--- src/cp0_pkg.sv ---
package cp0_pkg;

	// CP0 register numbers, select 0
	typedef enum logic [4:0] {
		INDEX    = 5'd0,
		ENTRYLO0 = 5'd2,
		ENTRYLO1 = 5'd3,
		BADVADDR = 5'd8,
		COUNT    = 5'd9,
		ENTRYHI  = 5'd10,
		COMPARE  = 5'd11,
		STATUS   = 5'd12,
		CAUSE    = 5'd13,
		EPC      = 5'd14
	} cp0_reg_e;

	typedef enum logic [4:0] {
		INT  = 5'd0,
		MOD  = 5'd1,
		TLBL = 5'd2,
		TLBS = 5'd3,
		ADEL = 5'd4,
		ADES = 5'd5,
		SYS  = 5'd8,
		BP   = 5'd9,
		RI   = 5'd10,
		OV   = 5'd12
	} exccode_e;

	typedef enum logic [1:0] {
		TLB_NONE,
		TLB_P,
		TLB_R,
		TLB_WI
	} tlb_op_e;

	// raw exception flags from the pipeline, refill_if is the msb
	typedef struct packed {
		logic refill_if;
		logic inval_if;
		logic refill_ld;
		logic inval_ld;
		logic refill_st;
		logic inval_st;
		logic mod;
		logic intr;
		logic adel_if;
		logic adel_ld;
		logic ades;
		logic sys;
		logic bp;
		logic ri;
		logic ov;
	} exc_vec_t;

	typedef struct packed {
		logic     any;
		exccode_e code;
		logic     tlb;
		logic     refill;
		logic     badv_wen;
	} exc_info_t;

	// even page (lo0) sits above the odd page (lo1)
	typedef struct packed {
		logic [18:0] vpn2;
		logic [7:0]  asid;
		logic        g;
		logic [19:0] pfn0;
		logic [2:0]  c0;
		logic        d0;
		logic        v0;
		logic [19:0] pfn1;
		logic [2:0]  c1;
		logic        d1;
		logic        v1;
	} tlb_entry_t;

	// same layout as the Index register, only the low index bits are nonzero
	typedef struct packed {
		logic        miss;
		logic [30:0] index;
	} probe_res_t;

endpackage

--- src/cp0_exc_prio.sv ---
`timescale 1ns/10ps

module cp0_exc_prio (
	input  cp0_pkg::exc_vec_t  exc,
	output cp0_pkg::exc_info_t info
);

	always_comb begin
		info = '0;
		info.any = |exc;
		if (exc.intr) begin
			info.code = cp0_pkg::INT;
		end else if (exc.adel_if) begin
			info.code = cp0_pkg::ADEL;
			info.badv_wen = 1'b1;
		end else if (exc.refill_if || exc.inval_if) begin
			info.code = cp0_pkg::TLBL;
			info.tlb = 1'b1;
			info.refill = exc.refill_if;
			info.badv_wen = 1'b1;
		end else if (exc.ri) begin
			info.code = cp0_pkg::RI;
		end else if (exc.sys) begin
			info.code = cp0_pkg::SYS;
		end else if (exc.bp) begin
			info.code = cp0_pkg::BP;
		end else if (exc.ov) begin
			info.code = cp0_pkg::OV;
		end else if (exc.adel_ld) begin
			info.code = cp0_pkg::ADEL;
			info.badv_wen = 1'b1;
		end else if (exc.ades) begin
			info.code = cp0_pkg::ADES;
			info.badv_wen = 1'b1;
		end else if (exc.refill_ld || exc.inval_ld) begin
			info.code = cp0_pkg::TLBL;
			info.tlb = 1'b1;
			info.refill = exc.refill_ld;
			info.badv_wen = 1'b1;
		end else if (exc.refill_st || exc.inval_st) begin
			info.code = cp0_pkg::TLBS;
			info.tlb = 1'b1;
			info.refill = exc.refill_st;
			info.badv_wen = 1'b1;
		end else if (exc.mod) begin
			info.code = cp0_pkg::MOD;
			info.tlb = 1'b1;
			info.badv_wen = 1'b1;
		end
	end

endmodule

--- src/cp0_regs.sv ---
`timescale 1ns/10ps

module cp0_regs #(
	parameter int TLBNUM = 16
) (
	input  logic                       clk,
	input  logic                       rst,
	input  logic [7:0]                 addr,
	input  logic                       wen,
	input  logic [31:0]                wdata,
	output logic [31:0]                rdata,
	input  cp0_pkg::exc_info_t         info,
	input  logic [31:0]                pc,
	input  logic                       is_slot,
	input  logic [31:0]                bad_vaddr,
	input  logic [5:0]                 int_num,
	input  logic                       eret,
	output logic [31:0]                epc,
	output logic                       int_happen,
	output logic                       count_wen,
	output logic                       compare_wen,
	input  logic [31:0]                count,
	input  logic [31:0]                compare,
	input  logic                       ti,
	input  logic                       tlbp_wen,
	input  logic                       tlbr_wen,
	input  cp0_pkg::probe_res_t        probe,
	input  cp0_pkg::tlb_entry_t        rd_entry,
	output logic [31:0]                entryhi,
	output logic [$clog2(TLBNUM)-1:0]  tlb_index,
	output cp0_pkg::tlb_entry_t        wi_entry
);

	localparam int IW = $clog2(TLBNUM);

	logic [4:0]  reg_num;
	logic        sel0;
	logic        wr_status, wr_cause, wr_epc, wr_index;
	logic        wr_entryhi, wr_entrylo0, wr_entrylo1;
	logic [7:0]  im;
	logic        exl, ie, bd;
	logic [7:0]  ip;
	cp0_pkg::exccode_e exccode;
	logic [31:0] badvaddr;
	logic        index_p;
	logic [IW-1:0] index_v;
	logic [18:0] ehi_vpn2;
	logic [7:0]  ehi_asid;
	logic [25:0] lo0, lo1;
	logic [31:0] status, cause, index;

	assign reg_num = addr[7:3];
	assign sel0 = addr[2:0] == 3'd0;
	assign wr_status   = wen && sel0 && reg_num == cp0_pkg::STATUS;
	assign wr_cause    = wen && sel0 && reg_num == cp0_pkg::CAUSE;
	assign wr_epc      = wen && sel0 && reg_num == cp0_pkg::EPC;
	assign wr_index    = wen && sel0 && reg_num == cp0_pkg::INDEX;
	assign wr_entryhi  = wen && sel0 && reg_num == cp0_pkg::ENTRYHI;
	assign wr_entrylo0 = wen && sel0 && reg_num == cp0_pkg::ENTRYLO0;
	assign wr_entrylo1 = wen && sel0 && reg_num == cp0_pkg::ENTRYLO1;
	assign count_wen   = wen && sel0 && reg_num == cp0_pkg::COUNT;
	assign compare_wen = wen && sel0 && reg_num == cp0_pkg::COMPARE;

	// BEV hardwired to 1
	assign status  = {9'h0, 1'b1, 6'h0, im, 6'h0, exl, ie};
	assign cause   = {bd, ti, 14'h0, ip, 1'b0, exccode, 2'b0};
	assign index   = {index_p, {(31 - IW){1'b0}}, index_v};
	assign entryhi = {ehi_vpn2, 5'h0, ehi_asid};

	always_comb begin
		rdata = '0;
		if (sel0) begin
			case (reg_num)
				cp0_pkg::INDEX:    rdata = index;
				cp0_pkg::ENTRYLO0: rdata = {6'h0, lo0};
				cp0_pkg::ENTRYLO1: rdata = {6'h0, lo1};
				cp0_pkg::BADVADDR: rdata = badvaddr;
				cp0_pkg::COUNT:    rdata = count;
				cp0_pkg::ENTRYHI:  rdata = entryhi;
				cp0_pkg::COMPARE:  rdata = compare;
				cp0_pkg::STATUS:   rdata = status;
				cp0_pkg::CAUSE:    rdata = cause;
				cp0_pkg::EPC:      rdata = epc;
				default:           rdata = '0;
			endcase
		end
	end

	assign int_happen = !exl && ie && |(im & ip);

	always_ff @(posedge clk) begin
		if (wr_status)
			im <= wdata[15:8];
	end

	always_ff @(posedge clk) begin
		if (rst) begin
			exl <= 1'b0;
			ie <= 1'b0;
		end else begin
			if (info.any)
				exl <= 1'b1;
			else if (eret)
				exl <= 1'b0;
			else if (wr_status)
				exl <= wdata[1];
			if (wr_status)
				ie <= wdata[0];
		end
	end

	// hardware lines land one cycle late, IP7 shares with the timer
	always_ff @(posedge clk) begin
		if (rst) begin
			bd <= 1'b0;
			ip <= '0;
			exccode <= cp0_pkg::INT;
		end else begin
			ip[7:2] <= {int_num[5] | ti, int_num[4:0]};
			if (wr_cause)
				ip[1:0] <= wdata[9:8];
			if (info.any && !exl)
				bd <= is_slot;
			if (info.any)
				exccode <= info.code;
		end
	end

	// nested exception keeps the first return address
	always_ff @(posedge clk) begin
		if (info.any && !exl)
			epc <= is_slot ? pc - 32'd4 : pc;
		else if (wr_epc)
			epc <= wdata;
	end

	always_ff @(posedge clk) begin
		if (info.badv_wen)
			badvaddr <= bad_vaddr;
	end

	always_ff @(posedge clk) begin
		if (rst)
			index_p <= 1'b0;
		else if (tlbp_wen)
			index_p <= probe.miss;
	end

	always_ff @(posedge clk) begin
		if (tlbp_wen)
			index_v <= probe.index[IW-1:0];
		else if (wr_index)
			index_v <= wdata[IW-1:0];
	end

	always_ff @(posedge clk) begin
		if (info.tlb)
			ehi_vpn2 <= bad_vaddr[31:13];
		else if (tlbr_wen)
			ehi_vpn2 <= rd_entry.vpn2;
		else if (wr_entryhi)
			ehi_vpn2 <= wdata[31:13];
		if (tlbr_wen)
			ehi_asid <= rd_entry.asid;
		else if (wr_entryhi)
			ehi_asid <= wdata[7:0];
	end

	always_ff @(posedge clk) begin
		if (tlbr_wen) begin
			lo0 <= {rd_entry.pfn0, rd_entry.c0, rd_entry.d0, rd_entry.v0, rd_entry.g};
			lo1 <= {rd_entry.pfn1, rd_entry.c1, rd_entry.d1, rd_entry.v1, rd_entry.g};
		end else begin
			if (wr_entrylo0)
				lo0 <= wdata[25:0];
			if (wr_entrylo1)
				lo1 <= wdata[25:0];
		end
	end

	assign tlb_index = index_v;

	// global only when both halves say so
	assign wi_entry = '{
		vpn2: ehi_vpn2, asid: ehi_asid, g: lo0[0] & lo1[0],
		pfn0: lo0[25:6], c0: lo0[5:3], d0: lo0[2], v0: lo0[1],
		pfn1: lo1[25:6], c1: lo1[5:3], d1: lo1[2], v1: lo1[1]
	};

	// the op sequencer never commits a probe and a read at once
	a_tlb_wen_excl: assert property (@(posedge clk) disable iff (rst)
		!(tlbp_wen && tlbr_wen));

endmodule

--- src/cp0_timer.sv ---
`timescale 1ns/10ps

module cp0_timer (
	input  logic        clk,
	input  logic        rst,
	input  logic        count_wen,
	input  logic        compare_wen,
	input  logic [31:0] wdata,
	output logic [31:0] count,
	output logic [31:0] compare,
	output logic        ti
);

	// bit 0 halves the rate, Count moves every second clock
	logic [32:0] cnt;

	assign count = cnt[32:1];

	always_ff @(posedge clk) begin
		if (rst)
			cnt <= '0;
		else if (count_wen)
			cnt <= {wdata, 1'b0};
		else
			cnt <= cnt + 33'd1;
	end

	always_ff @(posedge clk) begin
		if (compare_wen)
			compare <= wdata;
	end

	// sticky until software rewrites Compare
	always_ff @(posedge clk) begin
		if (rst)
			ti <= 1'b0;
		else if (compare_wen)
			ti <= 1'b0;
		else if (count == compare)
			ti <= 1'b1;
	end

endmodule

--- src/cp0_tlb_top.sv ---
`timescale 1ns/10ps

module cp0_tlb_top #(
	parameter int TLBNUM = 16
) (
	input  logic              clk,
	input  logic              rst,
	input  logic [7:0]        cp0_addr,
	input  logic              cp0_wen,
	input  logic [31:0]       cp0_wdata,
	output logic [31:0]       cp0_rdata,
	input  cp0_pkg::exc_vec_t exc,
	input  logic [31:0]       pc,
	input  logic              is_slot,
	input  logic [31:0]       bad_vaddr,
	input  logic [5:0]        int_num,
	input  logic              eret,
	output logic [31:0]       epc,
	output logic              int_happen,
	output logic              tlb_refill,
	input  cp0_pkg::tlb_op_e  tlb_op,
	input  logic              tlb_op_valid,
	output logic              tlb_busy,
	output logic              tlb_done
);

	cp0_pkg::exc_info_t        info;
	logic                      count_wen, compare_wen, ti;
	logic [31:0]               count, compare, entryhi;
	logic [$clog2(TLBNUM)-1:0] tlb_index;
	cp0_pkg::tlb_entry_t       wi_entry, rd_entry;
	cp0_pkg::probe_res_t       probe;
	logic                      search_en, read_en, write_en;
	logic                      tlbp_wen, tlbr_wen;

	assign tlb_refill = info.refill;

	cp0_exc_prio cp0_exc_prio_inst (
		.exc  (exc),
		.info (info)
	);

	cp0_timer cp0_timer_inst (
		.clk         (clk),
		.rst         (rst),
		.count_wen   (count_wen),
		.compare_wen (compare_wen),
		.wdata       (cp0_wdata),
		.count       (count),
		.compare     (compare),
		.ti          (ti)
	);

	cp0_regs #(.TLBNUM(TLBNUM)) cp0_regs_inst (
		.clk         (clk),
		.rst         (rst),
		.addr        (cp0_addr),
		.wen         (cp0_wen),
		.wdata       (cp0_wdata),
		.rdata       (cp0_rdata),
		.info        (info),
		.pc          (pc),
		.is_slot     (is_slot),
		.bad_vaddr   (bad_vaddr),
		.int_num     (int_num),
		.eret        (eret),
		.epc         (epc),
		.int_happen  (int_happen),
		.count_wen   (count_wen),
		.compare_wen (compare_wen),
		.count       (count),
		.compare     (compare),
		.ti          (ti),
		.tlbp_wen    (tlbp_wen),
		.tlbr_wen    (tlbr_wen),
		.probe       (probe),
		.rd_entry    (rd_entry),
		.entryhi     (entryhi),
		.tlb_index   (tlb_index),
		.wi_entry    (wi_entry)
	);

	tlb_array #(.TLBNUM(TLBNUM)) tlb_array_inst (
		.clk       (clk),
		.rst       (rst),
		.search_en (search_en),
		.read_en   (read_en),
		.write_en  (write_en),
		.entryhi   (entryhi),
		.index     (tlb_index),
		.wi_entry  (wi_entry),
		.probe     (probe),
		.rd_entry  (rd_entry)
	);

	tlb_op_ctrl tlb_op_ctrl_inst (
		.clk       (clk),
		.rst       (rst),
		.op        (tlb_op),
		.op_valid  (tlb_op_valid),
		.search_en (search_en),
		.read_en   (read_en),
		.write_en  (write_en),
		.tlbp_wen  (tlbp_wen),
		.tlbr_wen  (tlbr_wen),
		.busy      (tlb_busy),
		.done      (tlb_done)
	);

endmodule

--- src/tlb_array.sv ---
`timescale 1ns/10ps

module tlb_array #(
	parameter int TLBNUM = 16
) (
	input  logic                      clk,
	input  logic                      rst,
	input  logic                      search_en,
	input  logic                      read_en,
	input  logic                      write_en,
	input  logic [31:0]               entryhi,
	input  logic [$clog2(TLBNUM)-1:0] index,
	input  cp0_pkg::tlb_entry_t       wi_entry,
	output cp0_pkg::probe_res_t       probe,
	output cp0_pkg::tlb_entry_t       rd_entry
);

	localparam int IW = $clog2(TLBNUM);

	cp0_pkg::tlb_entry_t ents [TLBNUM];
	logic                hit;
	logic [IW-1:0]       hit_idx;

	// scan downwards so the lowest matching entry wins
	always_comb begin
		hit = 1'b0;
		hit_idx = '0;
		for (int i = TLBNUM - 1; i >= 0; i--) begin
			if (ents[i].vpn2 == entryhi[31:13] &&
			    (ents[i].g || ents[i].asid == entryhi[7:0])) begin
				hit = 1'b1;
				hit_idx = IW'(i);
			end
		end
	end

	always_ff @(posedge clk) begin
		if (rst) begin
			for (int i = 0; i < TLBNUM; i++) begin
				ents[i].v0 <= 1'b0;
				ents[i].v1 <= 1'b0;
			end
		end else if (write_en) begin
			ents[index] <= wi_entry;
		end
	end

	always_ff @(posedge clk) begin
		if (search_en) begin
			probe.miss <= !hit;
			probe.index <= 31'(hit_idx);
		end
		if (read_en)
			rd_entry <= ents[index];
	end

	a_one_op: assert property (@(posedge clk) disable iff (rst)
		$onehot0({search_en, read_en, write_en}));

endmodule

--- src/tlb_op_ctrl.sv ---
`timescale 1ns/10ps

module tlb_op_ctrl (
	input  logic              clk,
	input  logic              rst,
	input  cp0_pkg::tlb_op_e  op,
	input  logic              op_valid,
	output logic              search_en,
	output logic              read_en,
	output logic              write_en,
	output logic              tlbp_wen,
	output logic              tlbr_wen,
	output logic              busy,
	output logic              done
);

	typedef enum logic [1:0] {
		IDLE,
		LOOKUP,
		COMMIT
	} state_e;

	state_e           state;
	cp0_pkg::tlb_op_e op_q;

	always_ff @(posedge clk) begin
		if (rst) begin
			state <= IDLE;
			op_q <= cp0_pkg::TLB_NONE;
		end else begin
			case (state)
				IDLE: begin
					if (op_valid) begin
						state <= LOOKUP;
						op_q <= op;
					end
				end
				LOOKUP:  state <= COMMIT;
				default: state <= IDLE;
			endcase
		end
	end

	// array acts in LOOKUP, registers take its result in COMMIT
	assign search_en = state == LOOKUP && op_q == cp0_pkg::TLB_P;
	assign read_en   = state == LOOKUP && op_q == cp0_pkg::TLB_R;
	assign write_en  = state == LOOKUP && op_q == cp0_pkg::TLB_WI;
	assign tlbp_wen  = state == COMMIT && op_q == cp0_pkg::TLB_P;
	assign tlbr_wen  = state == COMMIT && op_q == cp0_pkg::TLB_R;
	assign done      = state == COMMIT;
	assign busy      = state != IDLE;

	a_no_strobe_busy: assert property (@(posedge clk) disable iff (rst)
		busy |-> !op_valid);

endmodule
--- config.mk ---
export PLATFORM = sky130hd
export DESIGN_NAME = cp0_tlb_top
export DESIGN_NICKNAME = d
export VERILOG_FILES = /design/src/cp0_pkg.sv /design/src/cp0_exc_prio.sv /design/src/cp0_regs.sv /design/src/cp0_timer.sv /design/src/cp0_tlb_top.sv /design/src/tlb_array.sv /design/src/tlb_op_ctrl.sv
export SDC_FILE = /design/constraint.sdc
export NUM_CORES = 2
export LEC_CHECK = 0
export ABC_AREA = 0
export BUFFER_PORTS_ARGS = -buffer_cell sky130_fd_sc_hd__buf_2
export CAP_MARGIN = 40
export CORE_MARGIN = 10
export CORE_UTILIZATION = 55
export CTS_BUF_LIST = sky130_fd_sc_hd__clkbuf_4
export DETAILED_ROUTE_END_ITERATION = 7
export PLACE_DENSITY_LB_ADDON = 0.12
export SLEW_MARGIN = 20
export SYNTH_ARGS = -nofsm -noshare
export SYNTH_HDL_FRONTEND = slang
export SYNTH_SLANG_ARGS = --single-unit
--- constraint.sdc ---
create_clock -name clk -period 9.34 [get_ports clk]
set_input_delay 0.934 -clock clk [delete_from_list [all_inputs] [get_ports clk]]
set_output_delay 0.934 -clock clk [all_outputs]
set_load 0.02 [all_outputs]
==> metrics <==
core area=between 100000 and 150000 um2; via/cell ratio=around 6.3; crit-path leading delay family=simple AND/OR/NAND/NOR gates; RSZ-0062 raised after global routing=false; slowest cell on the critical path=nor2_2; crit-path max FO=14; outcome=complete, no violations; worst-margin pin slew=about 0.94 ns; CP max stage delay=0.59 ns; Async SR Flop Fraction=0; # IOs=about 200; Setup CP Type=in2out; Post-Syn Area=~66000 um2; CP most frequent cell=buf_2; CTS resizes=0; Setup Fix Bufs, Post-CTS=0; clock tree sinks=approximately 1600; Reg clk slew, reported paths=approximately 0.06 ns; crit path cell chain=buf_2 > inv_1 > or3_1 > nor2_2 > buf_4 > a22o_1 > a221oi_1 > a31oi_1 > buf_2; Starting DRT DRC Count=approximately 5300; share of the synthesized area in the top cell type=0.6862; CTS Buffer Depth=4; Hold WS=approximately 0.11 ns; cell leakage power=about 25 nW; drt pass-1 iters=6; max-cap check violation count=0; # rows=approximately 130; Post-synth top cells=edfxtp_1 (1518), xor2_1 (409), mux4_2 (390); syn nets=3838; Mapped Cells=about 3700; P&R area growth vs syn=14.94%; post-synthesis sequential area ratio=0.7025; # setup viols final=0; Yosys top cell by area=edfxtp_1; crit path capture type=output port; CTS Buf Count=~410; clk_skew=0.09670 ns; GPL Wtd Cong=0.9190; Pins Over Slew Limit=0; Ys Warns=0; Net count, final=4476; Peak supply drop=144.0 uV; Worst slew margin=0.3701; Post-Route WL=around 200 mm; die width=between 300 and 400 um; initial antenna violation count=12; fin crit period=between 4 and 5 ns; CTS root buf=clkbuf_4; Synth area leaders=edfxtp_1 (69%), mux4_2 (13%), xor2_1 (5.4%), dfxtp_1 (1.6%), xnor2_1 (1.5%); Global Route Usage Sum=0.2875; Starting Density=0.5537; die area=135100 um2; number of flops mapped to enable cells by yosys=around 1500; highest clock rate=0.2116 GHz; CTS tree=yes; most common cell in the netlist=edfxtp_1; average size of a mapped cell=17.94 um2; CP bufs+invs=4; CP required=8.41 ns; Residual DRC=0; vias in the first global route=about 39000; DR vias=39285; Cell variety after synth=53; Detail Route Antenna Nets=0; global-route wire length before repair=approximately 280 mm; Worst setup SP type=input pin; setup TNS=0 ns; WP data arrival=approximately 3.8 ns; Hold Violations, Final=0; period utilization=0.5060; layout cells sized above 1=0.3042; DP HPWL=about 130 mm; worst-skew pair later-pin latency=between 1 and 1.5 ns; largest net degree at the start of global routing=130; Port Buf Inserts=200; gr ovfl total=0; Clock H-tree levels=5; WL/cell=approximately 31 um; Most used DFF post-synth=edfxtp_1; Hold Path Class=in2reg; cts hold-fix bufs=~120; Die H=367.5 um; Power Dens Cells=180.5 nW/um2; Yosys reg bits=roughly 1600
==> logic make-up after synthesis <==
kind of cell             count (synthesis)  share of synthesized area
multiplexers                           410                     0.1354
AND/OR/NAND/NOR                        693                    0.05102
XOR/XNOR                               521                    0.06869
buffers and inverters                  237                    0.01350
AO/OA/AOI/OAI                          268                    0.02850
adder cells (fa/ha/maj)                  2                  0.0003766
flip-flops                            1572                     0.7025
==> per-layer routing <==
layer	vias up	track usage	routed length, um	part of all wire
met1	20166	0.3961	75600	0.39
met3	293	0.1012	24540	0.13
met4	4	0.09335	5305	0.027
met5	-	0	27	0.00014
met2	2542	0.4290	90280	0.46
li1	16280	-	-	-
==> power breakdown <==
group / total, mW / internal, mW / switching, mW / leakage (nW)
logic: 0.439 / 0.160 / 0.280 / 8.19
clock network: 5.58 / 2.86 / 2.73 / 2.88
registers: 7.76 / 7.71 / 0.0529 / 14.2
==> final cells by class <==
| type | instances | area (um2) |
|---|---|---|
| Clock inverter | 94 | 396.6 |
| Multi-Input combinational cell | 1894 | 19150 |
| Sequential cell | 1572 | 46660 |
| Tap cell | 1612 | 2017 |
| Timing Repair Buffer | 450 | 3682 |
| Antenna cell | 7 | 17.52 |
| Clock buffer | 581 | 4362 |
| Inverter | 18 | 67.56 |
| Fill cell | 8601 | 43620 |
==> worst min-delay path, stage by stage <==
cell and delay, ns:
buf_2 0.18, nand2_1 0.08, a31oi_1 0.08
==> registers in the layout, indices dropped and copies added (netlist names), 19 cells and up <==
name and count:
cp0_regs_inst.lo1 26, cp0_regs_inst.lo0 26, cp0_regs_inst.badvaddr 32, cp0_regs_inst.ehi_vpn2 19
cp0_regs_inst.epc 32, tlb_array_inst.ents 1248, tlb_array_inst.rd_entry 78, cp0_timer_inst.compare 32
cp0_timer_inst.cnt 33
==> final timing paths <==
path                                              from                              endpoint  slack, ns  depth (start not counted)
setup / recovery                           cp0_addr[6]                          cp0_rdata[2]       4.61                          9
hold / removal                                   pc[9]        cp0_regs_inst.epc[9]$_DFFE_PP_       0.11                          3
setup reg to reg  cp0_regs_inst.tlb_index[1]$_DFFE_PP_  tlb_array_inst.rd_entry[9]$_DFFE_PP_       5.60                          6
hold reg to reg     tlb_array_inst.probe[31]$_DFFE_PP_    cp0_regs_inst.index_p$_SDFFE_PP0P_       0.48                          2
==> per-stage QoR <==
step	setup WS, ns	instances	area (um2)	utilization	total power [mW]
finish	4.614	6228	76360	0.6365	13.78
floorplan	1.402	3703	66430	-	8.088
global placement	4.712	5399	69700	0.5809	8.293
CTS	4.530	6220	76330	0.6362	13.88
global route	4.334	6224	76350	0.6364	14.30
detailed placement	4.836	5429	70410	0.5869	8.301
==> cells in the final DEF (no fill, tap or decap), types with 57 or more instances in the layout <==
cell type      Yosys  routed
a21oi_1           57      57
nand2_1          204     204
edfxtp_1        1518    1518
xnor2_1          112     112
clkbuf_4           0     582
buf_2              0     201
xor2_1           409     409
dlygate4sd3_1      0     116
nor2_1           167     144
clkinv_1           0      74
nor4_1           109     107
a22oi_1           68      68
mux4_2           390     390
buf_4              0     101
Power figures use the tool's default switching activity.
